### src/rgmii_pkg.sv
package rgmii_pkg;

    // ********************************************************
    // pin-level types, phy side and gmii side
    // ********************************************************

    // one ddr half of the rgmii data bus
    // rising edge carries bits 3:0, falling edge bits 7:4
    typedef logic [3:0] nibble_t;

    // gmii receive byte, one per rx clock at 1000 Mb/s
    typedef logic [7:0] gmii_byte_t;

endpackage
### src/eth_pkg.sv
package eth_pkg;

    import rgmii_pkg::*;

    // ********************************************************
    // frame level types
    // ********************************************************

    typedef logic [47:0] mac_addr_t;   // first byte on the wire sits in [47:40]
    typedef logic [31:0] crc_t;
    typedef logic [15:0] frame_len_t;  // dest addr through fcs

    localparam gmii_byte_t ETH_PREAMBLE_BYTE = 8'h55;
    localparam gmii_byte_t ETH_SFD_BYTE      = 8'hD5;

    // remainder left by a clean frame with its fcs, msb-first form
    localparam crc_t CRC_RESIDUE = 32'hC704_DD7B;

    localparam frame_len_t MIN_FRAME_LEN = 16'd64;  // incl fcs

    // ********************************************************
    // state machine and result encodings
    // ********************************************************

    typedef enum logic [1:0] {
        IDLE,       // line quiet
        PREAMBLE,   // 0x55 run, waiting for sfd
        BODY,       // frame bytes going out
        DROP        // bad preamble, sit out the carrier
    } decode_state_t;

    typedef enum logic [2:0] {
        FRAME_GOOD,
        FRAME_PHY_ERR,
        FRAME_RUNT,
        FRAME_CRC_BAD,
        FRAME_FILTERED
    } frame_status_t;

endpackage

### src/frame_check_if.sv
`timescale 1ns/1ps

// per-frame check results, checker -> result stage
interface frame_check_if
    import eth_pkg::*;
();

    logic       done;      // single clock pulse per finished frame
    frame_len_t len;       // bytes from dest addr through fcs
    logic       crc_ok;    // register hit the residue
    logic       addr_ok;   // unicast to us or broadcast
    logic       phy_err;   // rx_er seen in the body

    // fields are only meaningful with done
    modport src (
        output done, len, crc_ok, addr_ok, phy_err
    );

    modport snk (
        input  done, len, crc_ok, addr_ok, phy_err
    );

endinterface

### src/gmii_byte_if.sv
`timescale 1ns/1ps

// decoded frame bytes, decoder -> checker
// no handshake, the line can't be paused
interface gmii_byte_if
    import rgmii_pkg::*;
();

    gmii_byte_t data;    // frame byte, dest addr first
    logic       valid;   // one byte per clock while high
    logic       sof;     // first byte after the sfd
    logic       eof;     // last byte (end of fcs)
    logic       err;     // with eof, phy flagged rx_er somewhere in the frame

    modport src (
        output data, valid, sof, eof, err
    );

    modport snk (
        input  data, valid, sof, eof, err
    );

endinterface

### src/eth_rx_top.sv
`timescale 1ns/1ps

module eth_rx_top
    import rgmii_pkg::*;
    import eth_pkg::*;
#(
    parameter mac_addr_t LOCAL_MAC = 48'h02_00_00_00_00_01,   // our station address
    parameter int        COUNT_W   = 16                       // statistics width
)
(
    input  logic               gmii_rx_clk,   // phy rxc
    input  logic               rst_n,
    input  nibble_t            rgmii_rxd,
    input  logic               rgmii_rx_ctl,
    output logic               frame_done,
    output frame_status_t      frame_status,
    output frame_len_t         frame_len,
    output logic [COUNT_W-1:0] good_count,
    output logic [COUNT_W-1:0] error_count,
    output logic [COUNT_W-1:0] filtered_count
);

    // gmii between capture and decoder
    gmii_byte_t gmii_rxd;
    logic       gmii_rx_dv;
    logic       gmii_rx_er;

    gmii_byte_if   rx_bytes ();   // decoder -> checker
    frame_check_if rx_check ();   // checker -> status

    // ********************************************************
    // decode
    // ********************************************************

    rgmii_rx u_rgmii_rx (
        .gmii_rx_clk  (gmii_rx_clk),
        .rst_n        (rst_n),
        .rgmii_rxd    (rgmii_rxd),
        .rgmii_rx_ctl (rgmii_rx_ctl),
        .gmii_rxd     (gmii_rxd),
        .gmii_rx_dv   (gmii_rx_dv),
        .gmii_rx_er   (gmii_rx_er)
    );

    eth_rx_decode u_eth_rx_decode (
        .gmii_rx_clk (gmii_rx_clk),
        .rst_n       (rst_n),
        .gmii_rxd    (gmii_rxd),
        .gmii_rx_dv  (gmii_rx_dv),
        .gmii_rx_er  (gmii_rx_er),
        .byte_out    (rx_bytes.src)
    );

    // ********************************************************
    // execute and result
    // ********************************************************

    eth_rx_check #(
        .LOCAL_MAC (LOCAL_MAC)
    ) u_eth_rx_check (
        .gmii_rx_clk (gmii_rx_clk),
        .rst_n       (rst_n),
        .byte_in     (rx_bytes.snk),
        .result      (rx_check.src)
    );

    eth_rx_status #(
        .COUNT_W (COUNT_W)
    ) u_eth_rx_status (
        .gmii_rx_clk    (gmii_rx_clk),
        .rst_n          (rst_n),
        .result         (rx_check.snk),
        .frame_done     (frame_done),
        .frame_status   (frame_status),
        .frame_len      (frame_len),
        .good_count     (good_count),
        .error_count    (error_count),
        .filtered_count (filtered_count)
    );

endmodule

### src/eth_rx_status.sv
`timescale 1ns/1ps

module eth_rx_status
    import eth_pkg::*;
#(
    parameter int COUNT_W = 16
)
(
    input  logic               gmii_rx_clk,
    input  logic               rst_n,
    frame_check_if.snk         result,
    output logic               frame_done,
    output frame_status_t      frame_status,
    output frame_len_t         frame_len,
    output logic [COUNT_W-1:0] good_count,
    output logic [COUNT_W-1:0] error_count,
    output logic [COUNT_W-1:0] filtered_count
);

    frame_status_t status_c;

    // counters stick at all ones
    function automatic logic [COUNT_W-1:0] sat_inc(input logic [COUNT_W-1:0] v);
        return (v == '1) ? v : v + 1'b1;
    endfunction

    // ********************************************************
    // classification, first match wins
    // ********************************************************

    always_comb
    begin
        if (result.phy_err)
            status_c = FRAME_PHY_ERR;
        else if (result.len < MIN_FRAME_LEN)
            status_c = FRAME_RUNT;        // ahead of crc
        else if (!result.crc_ok)
            status_c = FRAME_CRC_BAD;
        else if (!result.addr_ok)
            status_c = FRAME_FILTERED;
        else
            status_c = FRAME_GOOD;
    end

    always_ff @(posedge gmii_rx_clk or negedge rst_n)
    begin
        if (!rst_n)
        begin
            frame_done     <= 1'b0;
            good_count     <= '0;
            error_count    <= '0;
            filtered_count <= '0;
        end
        else
        begin
            frame_done <= result.done;
            if (result.done)
            begin
                case (status_c)
                    FRAME_GOOD:     good_count     <= sat_inc(good_count);
                    FRAME_FILTERED: filtered_count <= sat_inc(filtered_count);
                    default:        error_count    <= sat_inc(error_count);   // phy, runt, crc
                endcase
            end
        end
    end

    always_ff @(posedge gmii_rx_clk)
    begin
        if (result.done)
        begin
            frame_status <= status_c;
            frame_len    <= result.len;
        end
    end

endmodule

### src/eth_rx_check.sv
`timescale 1ns/1ps

module eth_rx_check
    import rgmii_pkg::*;
    import eth_pkg::*;
#(
    parameter mac_addr_t LOCAL_MAC = 48'h02_00_00_00_00_01
)
(
    input  logic       gmii_rx_clk,
    input  logic       rst_n,
    gmii_byte_if.snk   byte_in,
    frame_check_if.src result
);

    localparam crc_t      CRC_POLY  = 32'hEDB8_8320;   // 0x04C11DB7 reflected
    localparam crc_t      CRC_SEED  = 32'hFFFF_FFFF;
    localparam mac_addr_t BCAST_MAC = '1;

    crc_t       crc_q;
    crc_t       crc_next;
    frame_len_t len_q;      // bytes taken so far
    frame_len_t len_next;
    frame_len_t idx;        // position of the byte on the bus
    mac_addr_t  dst_q;      // dest addr, shifted in msb first
    mac_addr_t  dst_next;

    // one byte through the crc, lsb first as on the wire
    function automatic crc_t crc_byte(input crc_t crc, input gmii_byte_t data);
        crc_t c;
        c = crc ^ {24'h0, data};
        for (int i = 0; i < 8; i++)
        begin
            c = c[0] ? ((c >> 1) ^ CRC_POLY) : (c >> 1);
        end
        return c;
    endfunction

    // reflected register -> msb-first form of the residue
    function automatic crc_t bit_rev(input crc_t v);
        crc_t r;
        for (int i = 0; i < 32; i++)
        begin
            r[i] = v[31 - i];
        end
        return r;
    endfunction

    // ********************************************************
    // next-byte values
    // ********************************************************

    always_comb
    begin
        idx      = byte_in.sof ? '0 : len_q;
        len_next = (idx == '1) ? idx : idx + 16'd1;   // pinned at max
        crc_next = crc_byte(byte_in.sof ? CRC_SEED : crc_q, byte_in.data);
        dst_next = dst_q;
        if (idx < 16'd6)
        begin
            dst_next = {dst_q[39:0], byte_in.data};   // bytes 0..5
        end
    end

    // ********************************************************
    // per-frame state and result
    // ********************************************************

    always_ff @(posedge gmii_rx_clk or negedge rst_n)
    begin
        if (!rst_n)
        begin
            len_q       <= '0;
            result.done <= 1'b0;
        end
        else
        begin
            result.done <= byte_in.valid & byte_in.eof;   // clock after the eof byte
            if (byte_in.valid)
            begin
                len_q <= len_next;
            end
        end
    end

    always_ff @(posedge gmii_rx_clk)
    begin
        if (byte_in.valid)
        begin
            crc_q <= crc_next;
            dst_q <= dst_next;
        end
        if (byte_in.valid && byte_in.eof)
        begin
            result.len     <= len_next;
            result.crc_ok  <= (bit_rev(crc_next) == CRC_RESIDUE);   // fcs included
            result.addr_ok <= (dst_next == LOCAL_MAC) || (dst_next == BCAST_MAC);
            result.phy_err <= byte_in.err;
        end
    end

endmodule

### src/eth_rx_decode.sv
`timescale 1ns/1ps

module eth_rx_decode
    import rgmii_pkg::*;
    import eth_pkg::*;
(
    input  logic       gmii_rx_clk,
    input  logic       rst_n,
    input  gmii_byte_t gmii_rxd,
    input  logic       gmii_rx_dv,
    input  logic       gmii_rx_er,
    gmii_byte_if.src   byte_out
);

    decode_state_t state_q;
    gmii_byte_t    hold_q;       // one byte look-ahead for eof
    logic          hold_vld_q;   // hold_q has a body byte
    logic          hold_sof_q;   // ... and it is the first one
    logic          first_q;      // next body byte is the first
    logic          err_q;        // sticky rx_er over the body

    // ********************************************************
    // preamble / sfd state machine and byte stream
    // ********************************************************

    always_ff @(posedge gmii_rx_clk or negedge rst_n)
    begin
        if (!rst_n)
        begin
            state_q        <= IDLE;
            hold_vld_q     <= 1'b0;
            hold_sof_q     <= 1'b0;
            first_q        <= 1'b0;
            err_q          <= 1'b0;
            byte_out.valid <= 1'b0;
            byte_out.sof   <= 1'b0;
            byte_out.eof   <= 1'b0;
            byte_out.err   <= 1'b0;
        end
        else
        begin
            byte_out.valid <= 1'b0;   // quiet unless BODY says otherwise
            byte_out.sof   <= 1'b0;
            byte_out.eof   <= 1'b0;
            byte_out.err   <= 1'b0;
            case (state_q)
                IDLE:
                begin
                    if (gmii_rx_dv)
                    begin
                        // carrier must open with a preamble byte
                        state_q <= (gmii_rxd == ETH_PREAMBLE_BYTE) ? PREAMBLE : DROP;
                    end
                end
                PREAMBLE:
                begin
                    if (!gmii_rx_dv)
                    begin
                        state_q <= IDLE;             // carrier gone before sfd
                    end
                    else if (gmii_rxd == ETH_SFD_BYTE)
                    begin
                        state_q    <= BODY;
                        first_q    <= 1'b1;
                        hold_vld_q <= 1'b0;
                        err_q      <= 1'b0;          // fresh frame
                    end
                    else if (gmii_rxd != ETH_PREAMBLE_BYTE)
                    begin
                        state_q <= DROP;
                    end
                end
                BODY:
                begin
                    // held byte goes out one clock after it was taken
                    byte_out.valid <= hold_vld_q;
                    byte_out.sof   <= hold_vld_q & hold_sof_q;
                    if (gmii_rx_dv)
                    begin
                        hold_vld_q <= 1'b1;
                        hold_sof_q <= first_q;
                        first_q    <= 1'b0;
                        err_q      <= err_q | gmii_rx_er;
                    end
                    else
                    begin
                        // dv fell, the byte in hold was the last
                        byte_out.eof <= hold_vld_q;
                        byte_out.err <= hold_vld_q & err_q;
                        hold_vld_q   <= 1'b0;
                        state_q      <= IDLE;
                    end
                end
                DROP:
                begin
                    if (!gmii_rx_dv)
                    begin
                        state_q <= IDLE;
                    end
                end
                default:
                begin
                    state_q <= IDLE;
                end
            endcase
        end
    end

    // data path
    always_ff @(posedge gmii_rx_clk)
    begin
        if ((state_q == BODY) && gmii_rx_dv)
        begin
            hold_q <= gmii_rxd;
        end
        byte_out.data <= hold_q;   // lines up with valid above
    end

endmodule

### src/rgmii_rx.sv
`timescale 1ns/1ps

module rgmii_rx
    import rgmii_pkg::*;
(
    input  logic       gmii_rx_clk,    // phy rxc, used directly
    input  logic       rst_n,
    input  nibble_t    rgmii_rxd,
    input  logic       rgmii_rx_ctl,
    output gmii_byte_t gmii_rxd,
    output logic       gmii_rx_dv,
    output logic       gmii_rx_er
);

    nibble_t lo_nib_q;     // bits 3:0, rising edge
    nibble_t hi_nib_q;     // bits 7:4, falling edge
    logic    ctl_rise_q;   // rx_dv half of ctl
    logic    ctl_fall_q;   // rx_dv ^ rx_er half of ctl

    // ********************************************************
    // ddr capture
    // ********************************************************

    always_ff @(posedge gmii_rx_clk or negedge rst_n)
    begin
        if (!rst_n)
        begin
            ctl_rise_q <= 1'b0;
        end
        else
        begin
            ctl_rise_q <= rgmii_rx_ctl;
        end
    end

    always_ff @(negedge gmii_rx_clk or negedge rst_n)
    begin
        if (!rst_n)
        begin
            ctl_fall_q <= 1'b0;
        end
        else
        begin
            ctl_fall_q <= rgmii_rx_ctl;
        end
    end

    always_ff @(posedge gmii_rx_clk)
    begin
        lo_nib_q <= rgmii_rxd;
    end

    always_ff @(negedge gmii_rx_clk)
    begin
        hi_nib_q <= rgmii_rxd;   // second half of the same byte
    end

    // ********************************************************
    // byte assembly, next rising edge
    // ********************************************************

    always_ff @(posedge gmii_rx_clk or negedge rst_n)
    begin
        if (!rst_n)
        begin
            gmii_rx_dv <= 1'b0;
            gmii_rx_er <= 1'b0;
        end
        else
        begin
            gmii_rx_dv <= ctl_rise_q;
            gmii_rx_er <= ctl_rise_q ^ ctl_fall_q;   // rgmii codes er as xor
        end
    end

    always_ff @(posedge gmii_rx_clk)
    begin
        gmii_rxd <= {hi_nib_q, lo_nib_q};
    end

endmodule

### config.mk
export PLATFORM = sky130hd
export DESIGN_NAME = eth_rx_top
export DESIGN_NICKNAME = d
export VERILOG_FILES = /design/src/rgmii_pkg.sv /design/src/eth_pkg.sv /design/src/frame_check_if.sv /design/src/gmii_byte_if.sv /design/src/eth_rx_top.sv /design/src/eth_rx_status.sv /design/src/eth_rx_check.sv /design/src/eth_rx_decode.sv /design/src/rgmii_rx.sv
export SDC_FILE = /design/constraint.sdc
export NUM_CORES = 1
export LEC_CHECK = 0
export ABC_AREA = 1
export BUFFER_PORTS_ARGS = -buffer_cell sky130_fd_sc_hd__buf_2
export CAP_MARGIN = 15
export CORE_ASPECT_RATIO = 1.5
export CORE_MARGIN = 1.5
export CORE_UTILIZATION = 56
export CTS_CLUSTER_SIZE = 24
export DETAILED_ROUTE_END_ITERATION = 10
export PLACE_DENSITY = 0.83
export SETUP_SLACK_MARGIN = 0.3
export SLEW_MARGIN = 20
export SYNTH_ARGS = -nofsm -noshare
export SYNTH_HDL_FRONTEND = slang
export SYNTH_HIERARCHICAL = 1
export SYNTH_SLANG_ARGS = --single-unit
### constraint.sdc
create_clock -name gmii_rx_clk -period 3.1 [get_ports gmii_rx_clk]
set_input_delay 0.155 -clock gmii_rx_clk [delete_from_list [all_inputs] [get_ports gmii_rx_clk]]
set_output_delay 0.155 -clock gmii_rx_clk [all_outputs]
set_load 0.01 [all_outputs]
==> flow_summary.ini, run 1 <==
[die]
io-pin-count = 75
die_x_um = 125
start_util_pct = 57.3
design.die.area_sq_um = 23200
rows = 66
die_h_um = 186
core_sq_um = 21800

[global_routing]
grt_pass1_vias = 10300
grt_usage_pct = 25.4
overflow = 0
grt_max_degree = 97
grt_pass1_wl_mm = 48.2
grt_antenna_before_repair = 0

[drt]
route.layer.met1.wl_mm = 10.9
wl_mm = 29.5
vias = 10600
drc = 0
ant_nets = 0
met3WireLength_mm = 1.40
drt_iter0_drc = 731
top_layer = met4
drt_pass1_iterations = 5
wl_per_cell_um = 14.9
dr_wl_met2_mm = 15.6
via_per_inst = 5.36

[timing]
slew_headroom_pct = 41.2
timing.fmax_mhz = 385
drv_slew = 0
worstMarginPinSlew_ns = 0.881
finalCritPeriodShare_pct = 83.8
hold_violations = 0
rsz0062_at_grt = no
finalCriticalPeriod_ns = 2.60
finalClockSkew_ns = 0.0609
setup_violations = 0
timing.setup.tns_ns = 0
finalWorstSetupSlack_ns = 0.502

[finish]
nets = 1704
multiInputGateArea_sq_um = 5210
drive_above_1_share_pct = 10.5
area_growth_pct = 11.9
fill_cells = 1833
layout.area.seq_sq_um = 6270
insertedDiodeCount = 0
final_cell_mix = nand2_1, inv_1, nor2_1
final_common_cell = nand2_1
final_core_util_pct = 64.2

[placement]
dp_slack_ns = 0.388
dp_hpwl_mm = 20.6
gp_congestion = 1.01
portBuffers = 74

[logic_synthesis]
synthAdderAreaFrac_pct = 0.500
synth_xor_area_share_pct = 4.06
ys_warn_count = 6
synth-simple-area-share_pct = 34.5
synth_cell_types = 39
synth_compound_area_share_pct = 2.51
yosysSeqAreaShare_pct = 50.1
postSynthCellCount = 1613
synthMuxAreaShare_pct = 0
avgSynthCellArea_sq_um = 7.75
ys_seq_elements = 230
synthesis.nets = 1625
syn_area_sq_um = 12500
synth_top_family_by_area = simple AND/OR/NAND/NOR gates

[run_status]
outcome = finished clean

[cts]
post_cts_buffers = 0
numCtsBuffers = 23
cts_buffer_depth = 3
clock_sinks = 230
root_buffer = clkbuf_16
clock_latency_ns = 0.58
h-tree-depth = 1
cts_tree = done
clk_pin_slew_ns = 0.07

[power_and_ir_drop]
ir_worst_vdd_mv = 0.555
power_mw = 9.06
seq_power_share_pct = 40.4
p_switching_mw = 2.88
pwr-share-comb_pct = 24.4
power_density_nw_per_um2 = 648
p_sw_share_pct = 31.8
p_leak_nw = 6.87
power_frac_clock_pct = 35.2
power.internal_mw = 6.18

[worst_hold_path]
hold_class = in -> reg

[critical_path]
reg2reg_to = u_eth_rx_check/result.len[8]$_DFFE_PP_
crit_required_ns = 3.39
crit_arrival_ns = 2.89
reg2reg_from = u_eth_rx_decode/byte_out.sof$_DFF_PN0_
worst-r2r-cell-count = 12
cp_max_fo = 12
cp-end-kind = flip-flop
criticalPathCategory = reg -> reg
r2r_slack_ns = 0.50
cp-startpoint = u_eth_rx_decode/byte_out.sof$_DFF_PN0_
crit_path_end = u_eth_rx_check/result.len[8]$_DFFE_PP_
cp-start-kind = flip-flop

[flow_run]
max_cap_viol_count = 0
synthesized netlist by cell type (all sizes together):
cell type	instances	area, sq um
nand2	675	2590
inv	188	706
nor2	170	701
nand3	127	658
edfxtp	126	3780
dfrtp	79	1980
o21ai	55	279
buf	40	308
xnor2	38	333
nand4	31	221
dfxtp	24	480
xor2	20	175
or2	9	56.3
nor3	8	51.3
clkbuf	5	18.8
ha	5	62.6
a21oi	3	15.0
nand3b	3	22.5
nor4	2	12.5
a31oi	1	6.26
and3	1	6.26
dfrtn	1	25.0
o22ai	1	6.26
o31ai	1	7.51
cells by family after synthesis:
kind of cell	after synthesis
simple gates	1026
fa+ha+maj	5
compound gates	61
buf+inv	233
xor+xnor	58
flops	230
power by group through the flow:
stage	logic [mW]	clock network, mW	registers [mW]
after CTS	2.18	3.25	3.66
final	2.21	3.19	3.66
after global routing	2.53	3.37	3.68
after floorplan	1.79	0.0100	3.70
after detailed placement	2.16	0.0100	3.72
after global placement	2.11	0.0100	3.71
routing by layer:
layer | up-vias | track usage (%)
li1 | 5231 | -
met1 | 4912 | 27.0
met2 | 366 | 48.3
met3 | 100 | 3.02
met4 | 0 | 14.5
met5 | - | 0
stage by stage:
step / cell area, sq um / std cells / hold slack, ns
floorplan: 12500 / 1613 / -0.141
finish: 14000 / 1981 / 0.280
global placement: 13000 / 1930 / 0.271
CTS: 14000 / 1981 / 0.258
global route: 14000 / 1981 / 0.269
detailed placement: 13000 / 1930 / 0.276
state kept, by name (all words and copies together), names as in the netlist, 2 cells and up:
signal                          count
u_eth_rx_check/dst_q               48
u_rgmii_rx/lo_nib_q                 4
u_eth_rx_status/error_count        16
u_rgmii_rx/gmii_rxd                 8
u_rgmii_rx/hi_nib_q                 4
u_eth_rx_decode/byte_out.data       8
u_eth_rx_check/len_q               16
u_eth_rx_status/frame_status        3
u_eth_rx_check/result.len          16
u_eth_rx_status/good_count         16
u_eth_rx_status/frame_len          16
u_eth_rx_status/filtered_count     16
u_eth_rx_check/crc_q               32
u_eth_rx_decode/state_q             2
u_eth_rx_decode/hold_q              8
final cells by class:
cell class                 instances  area share, %
tap                              272           2.43
clock inverter                    14           1.51
sequential                       230           44.8
inverter                         187           5.02
clock buffer                      32           4.88
multi-input combinational       1150           37.3
timing repair buffer              96           4.10
worst min path at each step:
stage | startpoint | end | slack (ns) | cells after the start
final | rgmii_rx_ctl | u_rgmii_rx/ctl_rise_q$_DFF_PN0_ | 0.28 | 2
after global routing | rgmii_rx_ctl | u_rgmii_rx/ctl_rise_q$_DFF_PN0_ | 0.27 | 2
after CTS | rgmii_rx_ctl | u_rgmii_rx/ctl_rise_q$_DFF_PN0_ | 0.26 | 2
after detailed placement | rgmii_rxd[1] | u_rgmii_rx/lo_nib_q[1]$_DFF_P_ | 0.28 | 1
after global placement | rgmii_rxd[1] | u_rgmii_rx/lo_nib_q[1]$_DFF_P_ | 0.27 | 1
after floorplan | rst_n | u_eth_rx_check/len_q[0]$_DFFE_PN0P_ | -0.14 | 0
what timing repair did:
item                                    CTS  global route
endpoints found under the setup margin    0             7
gates resized for setup                   0             4
hold buffers                              6             0
hold endpoints to repair                 36             0
critical path, cell delays in order, from the launching register on:
cell and delay (ns):
dfrtp_1 0.44, buf_4 0.22, nor2_1 0.20, ha_1 0.18, inv_1 0.06, nor3_1 0.23
nand2_1 0.15, nor2_2 0.23, nand4_4 0.19, nand2_1 0.15, nor2_1 0.06, xnor2_1 0.18
inv_1 0.06
Power figures use the tool's default switching activity.
==> run 2: changes to the inputs <==
Settings changed: ABC_AREA 1 to 0, CORE_UTILIZATION 56 to 60, PLACE_DENSITY 0.83 to 0.85.
Clock period 3.1 ns to 2.6 ns, I/O delays scaled along.
==> run 2 against run 1 <==
The flow now finishes with violations (setup timing); sequential cell count unchanged; combinational power up 16%; cell count down 37%; first-iteration DRC count down 38%; clock skew up 0.0012 ns; area after synthesis down 13%; die area down 19%; core utilization up 10 points; critical path type unchanged.
==> flow_summary.ini, run 2 <==
[cts]
cts_buffer_depth = 3
numCtsBuffers = 22
clock_latency_ns = 0.57
h-tree-depth = 1
cts_tree = done
clk_pin_slew_ns = 0.07
clock_sinks = 230
root_buffer = clkbuf_16

[die]
rows = 60
start_util_pct = 60.8
design.die.area_sq_um = 18900
io-pin-count = 75
core_sq_um = 17900
die_x_um = 113
die_h_um = 168

[logic_synthesis]
yosysSeqAreaShare_pct = 57.7
postSynthCellCount = 852
syn_area_sq_um = 10900
yosys.area.top_type = edfxtp_1
synthTopCellsByCount = edfxtp_1, xnor2_1, dfrtp_1
ys_warn_count = 6
synthTopCellsByArea = edfxtp_1, dfrtp_1, xnor2_1
async_flop_share_pct = 34.8
avgSynthCellArea_sq_um = 12.8
ys_seq_elements = 230
synth_top_area_share_pct = 34.8
synth_most_common_cell = edfxtp_1
synthesis.nets = 864
synth_edf_count = 126
ys.flop_type = edfxtp_1
synth_cell_types = 77

[critical_path]
cp_num_cells = 7
slowest_delay_ns = 0.55
cp_max_fo = 5
worstPathCellList = xnor2_4 > or3_4 > a211o_1 > a211o_1 > a2111o_1 > a2111o_1 > a2111oi_2
reg2reg_from = u_eth_rx_check/crc_q[1]$_DFFE_PP_
cp-end-kind = flip-flop
criticalPathCategory = reg -> reg
crit_arrival_ns = 3.23
cp-start-kind = flip-flop
r2r_slack_ns = -0.30
crit_required_ns = 2.92
cp_top_family = compound AO/OA/AOI/OAI gates
cp_slowest_cell = edfxtp_1
reg2reg_to = u_eth_rx_check/result.crc_ok$_DFFE_PP_
worst-r2r-cell-count = 7
worst-path-buf-inv = 0

[drt]
wl_mm = 25.4
drc = 0
drt_pass1_iterations = 5
ant_nets = 0
drt_iter0_drc = 450
vias = 7607
wl_per_cell_um = 20.3
via_per_inst = 6.09

[timing]
setup_violations = 2
finalCritPeriodShare_pct = 112
whs_ns = 0.0625
drv_slew = 0
slew_headroom_pct = 51.6
finalCriticalPeriod_ns = 2.90
timing.fmax_mhz = 344
hold_violations = 0
finalClockSkew_ns = 0.0621
finalWorstSetupSlack_ns = -0.304
worstMarginPinSlew_ns = 0.726
rsz0062_at_grt = yes

[finish]
drive_above_1_share_pct = 32.9
final_common_cell = edfxtp_1
fill_cells = 1061
final_core_util_pct = 74.5
largest_register = u_eth_rx_check/dst_q
reg.largest.list = u_eth_rx_check/dst_q (48), u_eth_rx_check/crc_q (32)
final_cell_mix = edfxtp_1, xnor2_1, buf_4
area_growth_pct = 22.5
insertedDiodeCount = 0
fin_area_sq_um = 13300
largest_reg_flops = 48
nets = 1031

[power_and_ir_drop]
power_density_nw_per_um2 = 790
p_leak_nw = 5.34
power_mw = 10.5
ir_worst_vdd_mv = 0.715

[placement]
portBuffers = 74
place_area_sq_um = 12000
gp_congestion = 0.930
dp_hpwl_mm = 16.5

[global_routing]
grt_pass1_wl_mm = 39.2
overflow = 0
grt_max_degree = 75
grt_antenna_before_repair = 0
grt_usage_pct = 26.2
grt_pass1_vias = 7611

[run_status]
outcome = finished with violations
violations = setup timing

[flow_run]
max_cap_viol_count = 0

[worst_hold_path]
hold_class = in -> async
run 2: cell types whose count changed after synthesis, sizes merged, moves of 11 or more:
cell   delta
o21ai    -49
mux2     +63
nor2b    +11
nor3     +14
buf      -23
nor2    -104
inv     -161
nand3    -97
xnor2    +74
nor4     +23
nand2   -630
run 2: cell type report:
cell class              instances  area, sq um  area share [%]
inverters                      26         97.6           0.733
well taps                     217          272            2.04
flip-flops and latches        230         6270            47.1
repair buffers                170         1220            9.14
clock buffers                  22          551            4.13
clock inverters                20          228            1.71
multi-input cells             565         4680            35.1
run 2: per-stage QoR:
step,worst slack (ns),setup TNS (ns),instances
floorplan,-0.206,-2.56,852
global placement,-0.229,-0.229,1185
detailed placement,-0.293,-0.334,1185
CTS,-0.276,-0.276,1243
global route,-0.398,-0.715,1250
finish,-0.304,-0.375,1250
run 2: worst max path at each step:
| stage | to | slack [ns] | start |
|---|---|---|---|
| after detailed placement | u_eth_rx_check/result.crc_ok$_DFFE_PP_ | -0.29 | u_eth_rx_check/crc_q[1]$_DFFE_PP_ |
| final | u_eth_rx_check/result.crc_ok$_DFFE_PP_ | -0.30 | u_eth_rx_check/crc_q[1]$_DFFE_PP_ |
| after floorplan | u_eth_rx_check/result.len[5]$_DFFE_PP_ | -0.21 | u_eth_rx_decode/byte_out.sof$_DFF_PN0_ |
| after global placement | u_eth_rx_check/result.crc_ok$_DFFE_PP_ | -0.23 | u_eth_rx_check/crc_q[1]$_DFFE_PP_ |
| after global routing | u_eth_rx_check/result.crc_ok$_DFFE_PP_ | -0.40 | u_eth_rx_check/crc_q[1]$_DFFE_PP_ |
| after CTS | u_eth_rx_check/result.crc_ok$_DFFE_PP_ | -0.28 | u_eth_rx_check/crc_q[1]$_DFFE_PP_ |
run 2: worst register-to-register path, cell delays in order, from the launching register on:
cell and delay (ns):
edfxtp_1 0.55, xnor2_4 0.20, or3_4 0.40, a211o_1 0.29, a211o_1 0.30, a2111o_1 0.39, a2111o_1 0.38, a2111oi_2 0.20
run 2: routing by layer:
metal | vias up | track usage (%) | routed length (um)
met5 | - | 0 | 0
met4 | 0 | 13.0 | 1500
met3 | 116 | 3.49 | 1190
met2 | 304 | 49.9 | 13900
met1 | 3764 | 28.1 | 8810
li1 | 3423 | - | -
run 2: cells by family (layout without fill, tap and decap cells):
family	after synthesis	count (layout)	share of synthesized area [%]
mux	69	69	7.08
flops	230	230	57.7
fa+ha+maj	5	5	0.576
buf+inv	57	238	2.75
compound gates	56	56	4.02
xor+xnor	150	150	13.5
simple gates	285	285	14.4
run 2: what timing repair did:
action	CTS	global route
hold buffers	6	0
setup buffers	10	7
endpoints found under the setup margin	32	36
resized for setup	48	20
hold endpoints to repair	26	0
cloned	1	0
pin swaps	3	9
run 2: report_power, final:
group	switching [mW]	total [mW]	internal [mW]
sequential	0.273	4.55	4.28
combinational	1.17	2.56	1.39
clock	1.36	3.41	2.05
total	2.81	10.5	7.71
==> run 3: changes to the inputs <==
Settings changed: ABC_AREA 0 to 1.
==> run 3 against run 2 <==
Critical path depth is 9 higher; cell count is 61% higher; the run now ends clean; combinational power is 54% higher; non-clock buffer count is 35 lower; critical path type unchanged; die area is 15% higher.
==> flow_summary.ini, run 3 (synthesis gave the netlist of run 1 again) <==
[finish]
largest_reg_flops = 48
insertedDiodeCount = 0
instances_no_fill = 2012
multiInputGateArea_sq_um = 5460
final_core_util_pct = 72.1
fill_cells = 1470
nets = 1744
drive_above_1_share_pct = 15.6
layout.area.seq_sq_um = 6270
final_cell_mix = nand2_1, inv_1, nor2_1
area_growth_pct = 17.7
final_common_cell = nand2_1
fin_area_sq_um = 14700
reg.largest.list = u_eth_rx_check/dst_q (48), u_eth_rx_check/crc_q (32)
largest_register = u_eth_rx_check/dst_q

[die]
die_h_um = 180
core_sq_um = 20400
start_util_pct = 61.2
design.die.area_sq_um = 21700
rows = 64
die_x_um = 121
io-pin-count = 75

[critical_path]
worstPathCellList = buf_8 > nor2_2 > nand2_1 > nand2_1 > nor2_4 > nand2_8 > buf_12 > buf_8 > nand2_1 > nand2_1 > nand2_1 > nor2_2 > nand2_1 > nor2_1 > nand3_1 > nand2_1
criticalPathCategory = reg -> reg
slowest_delay_ns = 0.45
cp-start-kind = flip-flop
worst-path-buf-inv = 3
cp_top_family = simple AND/OR/NAND/NOR gates
cpMostUsedCell = nand2_1
cp_slowest_cell = dfrtp_2
crit_required_ns = 2.88
cp_max_fo = 7
crit_arrival_ns = 2.66
cp-end-kind = flip-flop

[cts]
clock_latency_ns = 0.58
root_buffer = clkbuf_16
clk_pin_slew_ns = 0.07
cts_buffer_depth = 3
cts_tree = done
clock_sinks = 230
numCtsBuffers = 22
h-tree-depth = 1

[power_and_ir_drop]
power_mw = 11.7
p_leak_nw = 7.17
ir_worst_vdd_mv = 0.651
power_density_nw_per_um2 = 794

[global_routing]
grt_usage_pct = 28.2
grt_pass1_wl_mm = 49.3
grt_antenna_before_repair = 0
grt_use_met3_pct = 3.43
grt.busiest_layer = met2
grt_max_degree = 109
grt_pass1_vias = 10400
gr-usage-met2_pct = 53.2
overflow = 0
use_met1_pct = 30.1

[placement]
gp_congestion = 0.973
place_area_sq_um = 13200
dp_slack_ns = 0.122
dp_hpwl_mm = 21.5
place_inst = 1930
portBuffers = 74

[timing]
finalCritPeriodShare_pct = 91.8
hold_violations = 0
timing.fmax_mhz = 419
drv_slew = 0
finalWorstSetupSlack_ns = 0.212
finalCriticalPeriod_ns = 2.39
setup_violations = 0
whs_ns = 0.273
rsz0062_at_grt = yes
timing.setup.tns_ns = 0
finalClockSkew_ns = 0.0676
worstMarginPinSlew_ns = 0.890
slew_headroom_pct = 40.5

[drt]
wl_per_cell_um = 16.7
via_per_inst = 5.62
drt_iter0_drc = 1153
vias = 11300
wl_mm = 33.6
drt_pass1_iterations = 8
ant_nets = 0
drc = 0

[flow_run]
max_cap_viol_count = 0

[worst_hold_path]
hold_class = in -> reg

[run_status]
outcome = finished clean
[run 3: repair_timing]
| item | 4_1_cts | 5_1_grt |
|---|---|---|
| setup buffers | 3 | 18 |
| hold endpoints to repair | 43 | 0 |
| endpoints found under the setup margin | 5 | 16 |
| resized for setup | 23 | 63 |
| gates cloned | 3 | 9 |
| pin swaps | 3 | 24 |
| hold buffers | 6 | 0 |
[run 3: cell type report]
| class | instances | area share, % |
|---|---|---|
| Clock buffer | 29 | 4.63 |
| Clock inverter | 15 | 0.731 |
| Inverter | 187 | 4.83 |
| Multi-Input combinational cell | 1152 | 37.1 |
| Sequential cell | 230 | 42.6 |
| Tap cell | 264 | 2.25 |
| Timing Repair Buffer | 135 | 7.82 |
[run 3: final timing paths]
check / start / endpoint / slack [ns] / cells after the start
max reg2reg: u_eth_rx_decode/byte_out.sof$_DFF_PN0_ / u_eth_rx_check/result.addr_ok$_DFFE_PP_ / 0.21 / 16
max: u_eth_rx_decode/byte_out.sof$_DFF_PN0_ / u_eth_rx_check/result.addr_ok$_DFFE_PP_ / 0.21 / 16
min: rgmii_rxd[3] / u_rgmii_rx/lo_nib_q[3]$_DFF_P_ / 0.27 / 2
max in group asynchronous: rst_n / u_rgmii_rx/ctl_fall_q$_DFF_NN0_ / 1.26 / 2
min in group asynchronous: rst_n / u_eth_rx_status/error_count[0]$_DFFE_PN0P_ / 0.34 / 3
min reg2reg: u_rgmii_rx/lo_nib_q[0]$_DFF_P_ / u_rgmii_rx/gmii_rxd[0]$_DFF_P_ / 0.33 / 0
[run 3: layer usage]
metal	wire [um]	up-vias
li1	-	5336
met1	11400	5213
met2	18000	610
met3	2170	140
met4	2000	0
met5	0	-
[run 3: report_power, final]
| group | switching [mW] | internal (mW) |
|---|---|---|
| Sequential | 0.143 | 4.23 |
| Combinational | 2.44 | 1.50 |
| Clock | 1.48 | 1.90 |
| Total | 4.06 | 7.62 |
